**src/lsb_pkg.sv**
```systemverilog
package lsb_pkg;

    localparam int SLOT_NUM  = 16;
    localparam int TAG_W     = $clog2(SLOT_NUM);
    localparam int DATA_W    = 32;
    localparam int ADDR_W    = 32;
    localparam int IMM_W     = 12;
    localparam int MEM_BYTES = 1024;
    localparam int MEM_AW    = $clog2(MEM_BYTES);

    // byte at address a starts as a[7:0] ^ MEM_INIT_XOR
    localparam logic [7:0] MEM_INIT_XOR = 8'h5a;

    typedef logic [TAG_W-1:0]        tag_t;      // slot index, 0 = no producer
    typedef logic [DATA_W-1:0]       data_t;
    typedef logic [ADDR_W-1:0]       addr_t;
    typedef logic signed [IMM_W-1:0] imm_t;
    typedef logic [3:0]              op_t;
    typedef logic [1:0]              len_t;
    typedef logic [MEM_AW-1:0]       mem_addr_t; // address bits that reach the memory

    // low 3 bits follow funct3, bit 3 marks a store
    localparam op_t OP_LB  = 4'h0;
    localparam op_t OP_LH  = 4'h1;
    localparam op_t OP_LW  = 4'h2;
    localparam op_t OP_LBU = 4'h4;
    localparam op_t OP_LHU = 4'h5;
    localparam op_t OP_SB  = 4'h8;
    localparam op_t OP_SH  = 4'h9;
    localparam op_t OP_SW  = 4'ha;

    localparam len_t LEN_ONE  = 2'd0;
    localparam len_t LEN_TWO  = 2'd1;
    localparam len_t LEN_FOUR = 2'd2;

    function automatic logic is_load_op(op_t op);
        case (op)
            OP_LB, OP_LH, OP_LW, OP_LBU, OP_LHU: return 1'b1;
            default:                             return 1'b0;
        endcase
    endfunction

    function automatic logic is_store_op(op_t op);
        case (op)
            OP_SB, OP_SH, OP_SW: return 1'b1;
            default:             return 1'b0;
        endcase
    endfunction

endpackage

```
**src/lsb_select.sv**
```systemverilog
`timescale 1ns/10ps

module lsb_select import lsb_pkg::*; (
    input  logic [SLOT_NUM-1:0] busy,
    input  logic [SLOT_NUM-1:0] rdy1,
    input  logic [SLOT_NUM-1:0] rdy2,
    input  logic [SLOT_NUM-1:0] committed,
    input  logic [SLOT_NUM-1:0] issued,
    input  logic [SLOT_NUM-1:0] is_store,
    input  logic                issue_en,
    input  tag_t                issue_tag,
    output logic                ld_hit,
    output tag_t                ld_tag,
    output logic                st_hit,
    output tag_t                st_tag
);

    logic [SLOT_NUM-1:0] in_flight;    // slot whose request is on the dc bus now
    logic [SLOT_NUM-1:0] ld_cand;
    logic [SLOT_NUM-1:0] st_cand;

    always_comb begin
        in_flight = '0;
        if (issue_en)
            in_flight[issue_tag] = 1'b1;
    end

    assign ld_cand = busy & ~is_store & ~issued & rdy1 & ~in_flight;
    assign st_cand = busy & is_store & committed & rdy1 & rdy2 & ~in_flight;

    // walk down so the lowest slot number wins, slot 0 is never used
    always_comb begin
        ld_hit = 1'b0;
        ld_tag = '0;
        st_hit = 1'b0;
        st_tag = '0;
        for (int i = SLOT_NUM - 1; i >= 1; i--) begin
            if (ld_cand[i]) begin
                ld_hit = 1'b1;
                ld_tag = tag_t'(i);
            end
            if (st_cand[i]) begin
                st_hit = 1'b1;
                st_tag = tag_t'(i);
            end
        end
    end

endmodule

```
**config.mk**
```make
export PLATFORM = sky130hd
export DESIGN_NAME = lsb_select
export DESIGN_NICKNAME = d
export VERILOG_FILES = /design/src/lsb_pkg.sv /design/src/lsb_select.sv
export SDC_FILE = /design/constraint.sdc
export NUM_CORES = 1
export LEC_CHECK = 0
export BUFFER_PORTS_ARGS = -buffer_cell sky130_fd_sc_hd__buf_2
export CAP_MARGIN = 20
export CORE_MARGIN = 2
export CORE_UTILIZATION = 30
export DETAILED_ROUTE_END_ITERATION = 8
export GPL_TIMING_DRIVEN = 0
export PLACE_DENSITY = 0.84
export SLEW_MARGIN = 20
export SYNTH_ARGS = -nofsm -noshare
export SYNTH_HDL_FRONTEND = slang
export SYNTH_SLANG_ARGS = --single-unit
```
**constraint.sdc**
```tcl
create_clock -name vclk -period 1.9
set_input_delay 0.095 -clock vclk [all_inputs]
set_output_delay 0.095 -clock vclk [all_outputs]
set_load 0.1 [all_outputs]
```
## Word-level counts from Yosys, hierarchy flattened

Index checks and enable logic that the tools add are counted.

| word-level totals | value |
|---|---|
| register bits after elaboration | 0 |
| bits in latches | 0 |
| RAM bits | 0 |
| ROM bits | 0 |
| bits of input ports | 101 |
| output and inout port bits | 10 |
| memories | 0 |

| operators by class | value |
|---|---|
| add/subtract/negate cells | 0 |
| multipliers | 0 |
| div/mod/pow operators | 0 |
| $lt $le $gt $ge | 2 |
| eq/ne operators | 0 |
| shift operators | 0 |
| multiplexer cells | 63 |
| bitwise logic cells | 12 |
| reductions and logical operators | 1 |

Operators with widths:

| cell | number |
|---|---|
| $and 16x16->16 | 9 |
| $mux 4 | 30 |
| $not 16->16 | 3 |
| $mux 1 | 31 |
| $mux 16 | 1 |
| $lt 4x5->1 const B | 1 |
| $demux 1 s4 | 1 |
| $ge 4x1->1 const B | 1 |
| $logic_and 1x1->1 | 1 |

## Longest topological paths before layout

| logic depth | value |
|---|---|
| depth after elaboration | 22 |
| gate-level depth with buffers | 7 |
| mapped depth without buffers | 5 |

## Worst setup path before layout

OpenSTA, ideal clock, no wires.

| timing | value |
|---|---|
| kind | input to output |
| from | input port issue_tag[2] |
| to | output port st_tag[2] |
| data arrival time | 3.358 ns |
| slack | -1.553 ns |
| cell stages on the path | 5 |
| cell sequence | buf_2 -> or3b_1 -> o211ai_1 -> a21bo_2 -> a211oi_1 |

| between the ends | value |
|---|---|
| cells in the longest elaborated chain, start to end | 22 |
| elaborated cells on any way between the ends | 23 |
| classes of those cells | order compare: 2; mux: 18; bitwise: 2; reduce/logical: 1 |

RTL lines:

| what | line | text |
|---|---|---|
| start, declared | lsb_select.sv:11 | `input tag_t issue_tag,` |
| $lt 4x5->1 (implied by the code) / $ge 4x1->1 (equally long branches) | lsb_select.sv:25 | `in_flight[issue_tag] = 1'b1;` |
| $logic_and 1x1->1 (implied by the code) | lsb_select.sv:25 |  |
| $mux 1 (implied by the code) | lsb_select.sv:25 |  |
| $demux 1 s4 * | lsb_select.sv:25 |  |
| $mux 16 * | lsb_select.sv:24 | `if (issue_en)` |
| $not 16->16 * | lsb_select.sv:29 | `assign st_cand = busy & is_store & committed & rdy1 & rdy2 & ~in_flight;` |
| $and 16x16->16 * | lsb_select.sv:29 |  |
| $mux 4 (14 in series) | lsb_select.sv:42 | `if (st_cand[i]) begin` |
| $mux 4 * | lsb_select.sv:42 |  |
| end, declared | lsb_select.sv:15 | `output tag_t st_tag` |

Every way passes the cells marked *; elsewhere a longest branch is shown, timed or not.

## Worst setup path after layout

| timing | value |
|---|---|
| from | input port issue_tag[2] |
| to | output port st_tag[3] |

Same word-level chain as after synthesis.

==> run metrics <==
status=finished with violations; failing checks=negative setup slack; storage element area=0 um^2; Int Power=272 uW; combinational family with the most area after synthesis=simple AND/OR/NAND/NOR gates; cell area after synthesis=988 um^2; setup ws final=-66.5 ps; combinational power share=100.0%; GRT overflow=0; via total after detailed routing=1736; Seq Cell Count=0; Ys Warns=0; gpl congestion=0.784; ratio of cells with drive above 1 in the final layout=58.4%; Startpoint Class=input pin; WL final=4390 um; Final Hold Viols=0; DR pass1 iterations=4; Core ar.=3100 um^2; minimum clock period=1970 ps; P&R area growth vs syn=106%; pre-CTS setup slack=-383 ps; die width=61.4 um; Ports=111; share of Yosys cell area claimed by the top area cell type=9.11%; largest net degree at the start of global routing=11; die height=61.4 um; syn_nets=242; DP Area=1730 um^2; cells along the critical path=buf_12, or3b_4, o211ai_1, a21bo_4, nor4_4, nor2b_4, buf_12; XOR/XNOR Fraction of Synth Area=0%; most frequent CP cell=buf_12; Vias/cell=5.77; fmax=0.509 GHz; post-synth cell types=43; cell taking the most area after synthesis=o211ai_1; post-DP HPWL=3570 um; clock share of power=0%; Syn Area/Cell=7.01 um^2; sequential area share after synthesis=0%; crit path capture type=primary output; sequential share of power=0%; CP max FO=8; Synth Area in Adders=0%; Final period util=104%; relative slew slack=68.3%; post-synthesis cell count=141; Worst EP required=1800 ps; Global Route Usage Sum=21.8%; switching share of power=59.0%; clock buf count=0; Max Cap Viol=0; drt drc=0; Slowest-stage cell, CP=or3b_4; CP max stage delay=440 ps; Slew Limit Fails=0; mux contribution to synthesized area=0%; Post-synth top cells=16 x nor2_1, 13 x nand2_1, 12 x o211ai_1; Synth Area in Compound Gates=48.7%; Inserted Diodes=0; Port Buffers=103; final instance area=2040 um^2; drt first-iter violations=78; first-pass GRT wire length=6470 um; slew of the pin with the lowest slew margin=470 ps; initial core utilization=31.9%; Max VDD drop=0.000287 V; unrepaired setup endpoints after global routing=true; Setup-failing EPs final=3; vias in the first global route=1535; routed len/inst=14.6 um; Pwr Density=326 nW/um^2; setup TNS=-114 ps; cts hold-fix bufs=0; post-route ant nets=0; dominant cells by area after synthesis=o211ai_1 9.1%, and4_1 8.9%, o2111ai_1 8.9%; fin nets=360; Hold Crit Class=in -> out; count leader, synth=nor2_1; Die Area=3770 um^2; antenna violations before repair=0; critical path class=in -> out; post-synthesis simple-gate area fraction=49.4%; worst endpoint data arrival time=1870 ps; Sw Pwr=392 uW; Core Rows=20; static leakage power=0.000971 uW
power groups by stage:
| stage | combinational [uW] | clock (uW) | sequential [uW] |
|---|---|---|---|
| floorplan | 381 | 0 | 0 |
| global placement | 532 | 0 | 0 |
| detailed placement | 537 | 0 | 0 |
| CTS | 604 | 0 | 0 |
| global route | 700 | 0 | 0 |
| finish | 664 | 0 | 0 |
final cells by class:
| type | instances | area (um^2) |
|---|---|---|
| repair buffers | 117 | 749 |
| well taps | 44 | 55.1 |
| plain buffers | 3 | 36.3 |
| fillers | 278 | 1070 |
| multi-input cells | 137 | 1200 |
final timing paths:
path | start | endpoint | slack (ps) | cells past startpoint
setup / recovery | issue_tag[2] | st_tag[3] | -70 | 7
hold / removal | issue_tag[2] | ld_tag[3] | 790 | 5
layer usage:
layer  vias to the layer above  routed length, um  global-route usage [%]
li1                        846                  -                       -
met1                       826               1740                    26.0
met2                        60               2400                    42.9
met3                         4                232                    1.26
met4                         0                 25                    3.65
met5                         -                  0                       0
critical path: cells and delay by family:
kind | cells | cell delay, ps
AO/OA/AOI/OAI | 2 | 550
AND/OR/NAND/NOR | 3 | 930
buffers and inverters | 2 | 290
cell usage in the layout, fill, tap and decap left out, types with 2 or more instances in the layout:
cell type / count
buf_2: 91
nor2_1: 16
buf_4: 15
o211ai_1: 12
nand2_1: 11
and4_1: 10
buf_6: 6
buf_12: 6
o2111a_1: 6
nand3_1: 6
o2111ai_1: 5
o211a_1: 5
nand3b_1: 4
nand2b_1: 4
o2111ai_2: 4
and3_1: 4
nor4_4: 3
and2_1: 2
or3b_4: 2
nor4bb_1: 2
o2111ai_4: 2
nand3_2: 2
nor2b_1: 2
o21ai_0: 2
nand4b_1: 2
nor3_4: 2
buf_8: 2
per-stage QoR:
stage / instances / hold WS (ps) / utilization (%) / power [uW]
after floorplan: 141 / 588 / - / 381
after detailed placement: 288 / 949 / 55.6 / 537
final: 301 / 786 / 65.6 / 664
after global placement: 288 / 949 / 55.6 / 532
after global routing: 301 / 795 / 65.6 / 700
after CTS: 295 / 823 / 61.1 / 604
what timing repair did:
action | in CTS | in global routing
buffers inserted | 8 | 6
gates resized for setup | 35 | 20
setup endpoints to repair | 10 | 10
pin swaps | 7 | 6
gates cloned | 0 | 0
cells by family (layout without fill, tap and decap cells):
logic type | after synthesis | after routing
buf+inv | 4 | 120
compound gates | 57 | 57
simple gates | 80 | 80
(Power assumes the default switching activity.)
