`src/lsb_pkg.sv`:
```
package lsb_pkg;

    localparam int SLOT_NUM  = 16;
    localparam int TAG_W     = $clog2(SLOT_NUM);
    localparam int DATA_W    = 32;
    localparam int ADDR_W    = 32;
    localparam int IMM_W     = 12;
    localparam int MEM_BYTES = 1024;
    localparam int MEM_AW    = $clog2(MEM_BYTES);

    // byte at address a starts as a[7:0] ^ MEM_INIT_XOR
    localparam logic [7:0] MEM_INIT_XOR = 8'h5a;

    typedef logic [TAG_W-1:0]        tag_t;      // slot index, 0 = no producer
    typedef logic [DATA_W-1:0]       data_t;
    typedef logic [ADDR_W-1:0]       addr_t;
    typedef logic signed [IMM_W-1:0] imm_t;
    typedef logic [3:0]              op_t;
    typedef logic [1:0]              len_t;
    typedef logic [MEM_AW-1:0]       mem_addr_t; // address bits that reach the memory

    // low 3 bits follow funct3, bit 3 marks a store
    localparam op_t OP_LB  = 4'h0;
    localparam op_t OP_LH  = 4'h1;
    localparam op_t OP_LW  = 4'h2;
    localparam op_t OP_LBU = 4'h4;
    localparam op_t OP_LHU = 4'h5;
    localparam op_t OP_SB  = 4'h8;
    localparam op_t OP_SH  = 4'h9;
    localparam op_t OP_SW  = 4'ha;

    localparam len_t LEN_ONE  = 2'd0;
    localparam len_t LEN_TWO  = 2'd1;
    localparam len_t LEN_FOUR = 2'd2;

    function automatic logic is_load_op(op_t op);
        case (op)
            OP_LB, OP_LH, OP_LW, OP_LBU, OP_LHU: return 1'b1;
            default:                             return 1'b0;
        endcase
    endfunction

    function automatic logic is_store_op(op_t op);
        case (op)
            OP_SB, OP_SH, OP_SW: return 1'b1;
            default:             return 1'b0;
        endcase
    endfunction

endpackage

```
`src/lsb_agu.sv`:
```
`timescale 1ns/10ps

module lsb_agu import lsb_pkg::*; (
    input  tag_t                 sel_tag,
    input  op_t   [SLOT_NUM-1:0] op,
    input  imm_t  [SLOT_NUM-1:0] imm,
    input  data_t [SLOT_NUM-1:0] rs1_data,
    input  data_t [SLOT_NUM-1:0] rs2_data,
    output addr_t                addr,
    output len_t                 len,
    output data_t                st_data,
    output logic                 ld_signed
);

    op_t   sel_op;
    imm_t  sel_imm;
    addr_t imm_ext;

    assign sel_op  = op[sel_tag];
    assign sel_imm = imm[sel_tag];

    // offset is sign-extended to the full address width
    assign imm_ext = {{(ADDR_W - IMM_W){sel_imm[IMM_W-1]}}, sel_imm};
    assign addr    = rs1_data[sel_tag] + imm_ext;
    assign st_data = rs2_data[sel_tag];

    always_comb begin
        case (sel_op)
            OP_LB, OP_LBU, OP_SB: len = LEN_ONE;
            OP_LH, OP_LHU, OP_SH: len = LEN_TWO;
            default:              len = LEN_FOUR;
        endcase
    end

    // word loads need no extension either way
    assign ld_signed = (sel_op == OP_LB) || (sel_op == OP_LH);

endmodule

```
`config.mk`:
```
export PLATFORM = sky130hd
export DESIGN_NAME = lsb_agu
export DESIGN_NICKNAME = d
export VERILOG_FILES = /design/src/lsb_pkg.sv /design/src/lsb_agu.sv
export SDC_FILE = /design/constraint.sdc
export NUM_CORES = 1
export LEC_CHECK = 0
export BUFFER_PORTS_ARGS = -buffer_cell sky130_fd_sc_hd__buf_2
export CAP_MARGIN = 30
export CORE_AREA = 2 2 521 523
export DETAILED_ROUTE_END_ITERATION = 10
export DIE_AREA = 0 0 523 525
export PLACE_DENSITY = 0.3
export SYNTH_ARGS = -nofsm -noshare
export SYNTH_HDL_FRONTEND = slang
export SYNTH_SLANG_ARGS = --single-unit
export TNS_END_PERCENT = 1
```
`constraint.sdc`:
```
create_clock -name vclk -period 8.2
set_input_delay 1.64 -clock vclk [all_inputs]
set_output_delay 1.64 -clock vclk [all_outputs]
set_load 0.01 [all_outputs]
```
* Yosys cells after proc, flatten, opt, wreduce, memory -nomap -nowiden
Index checks and enable logic that the tools add are counted.
** Cells by class
- Add/sub/neg operators :: 1
- Order comparisons :: 1
- Eq/ne operators :: 5
- Muxes and demuxes :: 9
- Reduce and logical (&&, ||, !) cells :: 4
** Operators with widths (count)
- binary-select mux 32 bit (select 4 bit) :: 2
- two-way mux 32 bit :: 2
- binary-select mux 12 bit (select 4 bit) :: 1
- adder 32 bit :: 1
- binary-select mux 4 bit (select 4 bit) :: 1
- two-way mux 12 bit :: 1
- == test 4 x 3 -> 1 bit, second input constant :: 2
- == test 4 bit, second input constant :: 2
- OR reduction 3 bit :: 2
- < comparator 4 x 5 -> 1 bit, second input constant :: 1
- == test 4 x 1 -> 1 bit, second input constant :: 1
- logical NOT 4 bit :: 1
- two-way mux 4 bit :: 1
- one-hot mux 2 bit (2 select lines) :: 1
- logical OR 1 bit :: 1
** Storage, ports and cells
- Bits in registers :: 0
- Bits of input ports :: 1284

* Longest topological paths before layout
Gate-level depths: netlist (run 1).
- Depth after elaboration :: 5
- Depth in mapped cells :: 16

* Least setup slack after synthesis (run 1)
No wires, ideal clock.
- Kind :: input to output
- Start point :: input sel_tag[0]
- End point :: output addr[25]
- Arrival :: 5365 ps
- Data required time :: 6560 ps
- Setup slack :: 1195 ps
- Cell stages on the path :: 14
- Buffers on the path :: 4
- Cell sequence :: buf_2 > buf_6 > buf_2 > buf_2 > mux4_2 > mux4_2 > ha_1 > o211a_1 > a211oi_2 > nor3_2 > a31oi_4 > o31ai_2 > or4_1 > and3_1
** Between the ends
- Word-level cells in the longest chain between the ends :: 3
- Elaborated cells on any way between the ends :: 5
** RTL lines
- from (decl) :: line lsb_agu.sv:4 : input tag_t sel_tag,
- binary-select mux 32 bit (select 4 bit) / binary-select mux 12 bit (select 4 bit) (equally long branches) :: line lsb_agu.sv:24, lsb_agu.sv:20
- two-way mux 32 bit (implied by the code) / two-way mux 12 bit (equally long branches) :: line lsb_agu.sv:24, lsb_agu.sv:20
- adder 32 bit * :: line lsb_agu.sv:24 : assign addr = rs1_data[sel_tag] + imm_ext;
- to (decl) :: line lsb_agu.sv:9 : output addr_t addr,
Mark *: on every way between the ends. The rest lies on a longest branch, timed or not. The select of a mux whose other input is x is not followed.

* Final worst setup path (run 1)
- Start point :: input sel_tag[0]
- End point :: output addr[28]
The elaborated chain is that of the path after synthesis.

==> summary.md, run 1 <==
| Metric | Value |
|---|---|
| Drt via density | `roughly 2.8` |
| Post_cts resized | `5` |
| Setup Buffers After CTS | `0` |
| Post-Syn Instances | `about 750` |
| Drt pass-1 iters | `7` |
| Die X | `523 um` |
| Layout Utilization | `under 10%` |
| Sequential area share after synthesis | `0%` |
| Placed inst area | `around 23000 um^2` |
| Slew Viols, Final | `0` |
| Max_cap viols | `0` |
| Post-Syn Area | `11200 um^2` |
| Final min period | `7.92 ns` |
| Peak supply drop | `around 0.037 mV` |
| Port Buffers | `between 1000 and 1500` |
| Final worst slack | `roughly 0.28 ns` |
| CP Capture Type | `output port` |
| Clkbuf count | `0` |
| Chip Height | `between 500 and 600 um` |
| Final Net Count | `between 3000 and 4000` |
| Vias in the first global route | `17200` |
| Crit share post-route | `between 90% and 100%` |
| Commonest non-fill, non-tap cell in the layout | `buf_2` |
| Area grow syn2layout | `109%` |
| CP Launch Type | `input pin` |
| Fmax | `approximately 0.13 GHz` |
| Row cnt | `191` |
| Reg area | `0 um^2` |
| Tightest Hold Check Type | `input pin to output port` |
| WL/cell | `about 29 um` |
| Global-route wire length before repair | `203000 um` |
| Setup TNS | `0 ns` |
| CP max FO | `14` |
| Unrepaired setup endpoints after global routing | `no` |
| Placer Congestion | `0.920` |
| DP HPWL | `159000 um` |
| Pwr Total | `1.96 mW` |
| Final setup fails | `0` |
| FFs & Latches | `0` |
| Mapped Avg Cell Area | `~15 um^2` |
| Pwr/cell area | `84.3 nW/um^2` |
| Core footprint | `roughly 270000 um^2` |
| Via Count | `about 16000` |
| Number of synthesis warnings | `0` |
| Worst slew pin tran | `0.914 ns` |
| Post-synth cell types | `46` |
| Remaining antenna violation count | `0` |
| Worst Path Arrival | `between 6 and 7 ns` |
| WL final | `about 170000 um` |
| Setup CP Type | `input pin to output port` |
| Remaining DRCs | `0` |
| Slew headroom | `39.1%` |
| CTS Hold Bufs | `0` |
| Die area | `between 200000 and 300000 um^2` |
| Starting Density | `4.14%` |
| Critical Path RT | `6.56 ns` |
| Status | `finished clean` |
| Initial antenna violation count | `around 230` |
| Pre-CTS setup slack | `-0.424 ns` |
| Design Area, Final | `~23000 um^2` |
| Final Hold Fails | `0` |
| Layout cell share with drive strength beyond 1 | `about nine tenths` |
| Gr usage total | `11.6%` |
| Total grt overflow | `0` |
| Leakage | `approximately 9 nW` |
| I/O pin total | `between 1000 and 1500` |
| Commonest cells after routing, fill and taps aside | `buf_2, mux4_2, buf_4` |
| Post-Syn Nets | `2065` |
| Largest net degree at the start of global routing | `35` |
| Detailed Route Iter0 Violations | `roughly 900` |
logic make-up after synthesis:
group | share of synthesized area [%]
adder cells (fa/ha/maj) | 3.66
multiplexers | 80.4
AO/OA/AOI/OAI | 6.34
buffers and inverters | 4.24
XOR/XNOR | 2.36
AND/OR/NAND/NOR | 2.99
power by group:
part,switching [mW],internal (mW)
registers,0,0
clock network,0,0.000000832
logic,1.06,0.908
per-layer routing:
layer  GRT usage, %  up-vias  share of wire [%]
met5              0        -               0.35
met4           3.67       90                4.6
met3           3.53      395                9.1
met2           21.9     1294                 52
met1           12.1     8079                 35
li1               -     6373                  -
cells in the mapped netlist, types with 2 or more instances:
cell type	instances	area [um^2]
mux4_2	397	8940
or4_1	3	22.5
o21bai_1	2	15.0
a21oi_1	29	145
o21ai_0	26	130
nand4_1	2	12.5
inv_1	10	37.5
o21ai_1	2	10.0
o21a_1	2	15.0
a31oi_1	6	37.5
nand2b_1	2	12.5
clkbuf_1	47	176
nor2_1	22	82.6
nand3_1	4	20.0
ha_1	31	388
xnor2_1	18	158
buf_2	38	190
a211oi_1	11	82.6
o31ai_1	2	15.0
nor3_1	5	25.0
buf_6	3	33.8
nor2b_1	5	31.3
o211ai_1	6	45.0
o211a_1	2	20.0
xor2_1	12	105
buf_1	6	22.5
and2_1	3	18.8
and3_1	2	12.5
nand2_1	23	86.3
a21o_1	10	75.1
mux2i_1	3	30.0
path summary, 6_finish.rpt:
check	slack (ns)	from	to	cells after the start
min	3.91	rs2_data[340]	st_data[20]	4
max	0.28	sel_tag[0]	addr[28]	19
worst max-delay path, cell delays in order:
cell,delay (ns)
buf_8,0.24
buf_12,0.23
buf_4,0.17
buf_4,0.20
mux4_2,0.53
nor2b_1,0.15
a211oi_1,0.35
a21oi_4,0.22
buf_4,0.31
ha_1,0.29
buf_4,0.19
nand2_1,0.13
nor2_1,0.05
a211oi_1,0.39
nand2_1,0.09
o21ai_0,0.47
o31ai_1,0.14
xor2_1,0.21
buf_2,0.18
per-stage QoR:
step	hold slack [ns]	cells
floorplan	3.55	749
global route	3.93	5728
detailed placement	3.91	5683
finish	3.91	5758
global placement	3.90	5682
CTS	3.91	5683
cell type report:
type | count | area, um^2
fillers | 31600 | 246000
diodes | 75 | 188
well taps | 3570 | 4470
multi-input cells | 643 | 10800
inverters | 10 | 37.5
repair buffers | 1460 | 7840
(Power assumes the default switching activity.)
==> run 2, diff against run 1 <==
Settings changed: BUFFER_PORTS_ARGS -buffer_cell sky130_fd_sc_hd__buf_2 to not set, CORE_AREA 2 2 521 523 to 2 2 520 522, DIE_AREA 0 0 523 525 to 0 0 522 524, DONT_BUFFER_PORTS set to 1, GPL_ROUTABILITY_DRIVEN set to 0.
==> run 2 against run 1 <==
  * Wire length shrank 4.1%
  * Sequential share of layout area is the same
  * Utilization shrank 2.7 points
  * Highest routed layer unchanged
  * First-iteration DRC count grew 1.8%
  * Die area shrank 0.38%
==> summary.md, run 2 (synthesized netlist as in run 1, its figures left out) <==
| Metric | Value |
|---|---|
| Status | `finished clean` |
| Chip Height | `524 um (-0.19%)` |
| Area of the multi-input gates | `10700 um^2 (-0.52%)` |
| Psw | `757 uW (-28%)` |
| Commonest cells after routing, fill and taps aside | `mux4_2, ha_1, a21oi_1` |
| Design Area, Final | `15800 um^2 (-32%)` |
| Worst Path Arrival | `6.54 ns (+0.26 ns)` |
| Final min period | `8.18 ns (+0.267 ns)` |
| Drt pass-1 iters | `5 (-2)` |
| CP Cell Sequence | `mux4_2 > mux4_2 > ha_1 > a21oi_1 > o21ai_0 > a31oi_1 > a21oi_1 > o21ai_0 > o31ai_1 > xor2_1 > buf_4` |
| Detailed Route Iter0 Violations | `927 (+1.8%)` |
| Row cnt | `190 (-0.52%)` |
| Total grt overflow | `0 (unchanged)` |
| Int Power | `607 uW (-33%)` |
| Critical Path RT | `6.56 ns (about the same)` |
| Logic gate share of total power | `100.0% (about the same)` |
| End point of the critical path | `addr[28]` |
| WL/cell | `36.7 um (+25%)` |
| Port Buffers | `0 (-100%)` |
| CTS Hold Bufs | `0 (unchanged)` |
| Worst hold margin | `3.54 ns (-0.368 ns)` |
| Starting Density | `4.17% (+0.029 points)` |
| Core footprint | `267000 um^2 (-0.70%)` |
| CP max stage cell | `mux4_2` |
| Setup TNS | `0 ns (unchanged)` |
| Gr usage total | `11.0% (-0.63 points)` |
| Drt via density | `2.55 (-9.5%)` |
| Remaining DRCs | `0 (unchanged)` |
| I/O pin total | `1351 (unchanged)` |
| Setup CP Type | `input pin to output port` |
| Via Count | `11200 (-31%)` |
| Final setup fails | `0 (unchanged)` |
| Post_cts resized | `0 (-5)` |
| Peak supply drop | `0.0440 mV (+20%)` |
| CP max FO | `320 (+306)` |
| WL final | `161000 um (-4.1%)` |
| Leakage | `3.45 nW (-63%)` |
| Vias in the first global route | `11000 (-36%)` |
| Pwr/cell area | `86.0 nW/um^2 (+2.1%)` |
| Clkbuf count | `0 (unchanged)` |
| Worst slew pin tran | `1.36 ns (+0.449 ns)` |
| Fmax | `0.122 GHz (-3.3%)` |
| Layout cell share with drive strength beyond 1 | `63.8% (-25 points)` |
| Die area | `274000 um^2 (-0.38%)` |
| Initial antenna violation count | `319 (+37%)` |
| Max_cap viols | `0 (unchanged)` |
| Unrepaired setup endpoints after global routing | `no` |
| Final Net Count | `2000 (-42%)` |
| Clock network power share | `0% (unchanged)` |
| Commonest non-fill, non-tap cell in the layout | `mux4_2` |
| Final worst slack | `0.0162 ns (-0.267 ns)` |
| Tightest Hold Check Type | `input pin to output port` |
| Pre-CTS setup slack | `0.00527 ns (+0.429 ns)` |
| Die X | `522 um (-0.19%)` |
| Placed inst area | `15400 um^2 (-33%)` |
| Sw Ratio | `55.5% (+1.8 points)` |
| Seq pwr share | `0% (unchanged)` |
| Setup Buffers After CTS | `0 (unchanged)` |
| Largest net degree at the start of global routing | `321 (+820%)` |
| Reg area | `0 um^2 (unchanged)` |
| FFs & Latches | `0 (unchanged)` |
| Remaining antenna violation count | `0 (unchanged)` |
| Slew Viols, Final | `0 (unchanged)` |
| Area grow syn2layout | `42.0%` |
| CP Launch Type | `input pin` |
| Global-route wire length before repair | `181000 um (-11%)` |
| Final Hold Fails | `0 (unchanged)` |
| Slew headroom | `9.10% (-30 points)` |
| Crit share post-route | `99.8% (+3.3 points)` |
| Crit-path max cell delay | `0.86 ns (+0.33 ns)` |
| Crit. Startpoint | `sel_tag[0]` |
| DP HPWL | `148000 um (-7.0%)` |
| CP Capture Type | `output port` |
| Fillers | `31500 (-0.092%)` |
run 2: cell type report:
| cell class | instances | area share [%] |
|---|---|---|
| Inverter | 10 | 0.237 |
| Antenna cell | 166 | 2.62 |
| Multi-Input combinational cell | 643 | 67.6 |
| Timing Repair Buffer | 29 | 1.53 |
| Tap cell | 3552 | 28.0 |
run 2: how the worst min path moves through the flow:
stage                          start           to  cells past startpoint
after floorplan           sel_tag[2]    ld_signed                      2
after global placement    sel_tag[2]   st_data[8]                      1
after global routing      sel_tag[2]  st_data[14]                      1
after CTS                 sel_tag[2]   st_data[9]                      1
final                     sel_tag[2]   st_data[9]                      1
after detailed placement  sel_tag[2]   st_data[9]                      1
run 2: metrics by stage:
| step | utilization [%] | power, mW | std cells |
|---|---|---|---|
| floorplan | - | 0.872 | 749 |
| global placement | 5.77 | 1.42 | 4234 |
| detailed placement | 5.77 | 1.41 | 4234 |
| CTS | 5.77 | 1.41 | 4234 |
| global route | 5.88 | 1.45 | 4357 |
| finish | 5.93 | 1.36 | 4400 |
run 2: power groups by stage:
stage,Clock (mW),Combinational (mW),Sequential [mW]
after global routing,0.00000212,1.45,0
after floorplan,0,0.872,0
after CTS,0,1.41,0
after detailed placement,0,1.41,0
final,0.00000299,1.36,0
after global placement,0,1.42,0
run 2: routing by layer:
layer  routed length [um]  vias up  global-route usage [%]
li1                     -     3603                       -
met1                51800     5594                    10.9
met2                81100     1430                    20.1
met3                16100      523                    3.32
met4                12000       76                    6.41
met5                  493        -                       0
run 2: critical path, delay by kind of cell:
kind	cells	cell delay (ns)
buf+inv	1	0.14
fa+ha+maj	1	0.47
compound gates	6	2.09
mux	2	1.50
xor+xnor	1	0.17
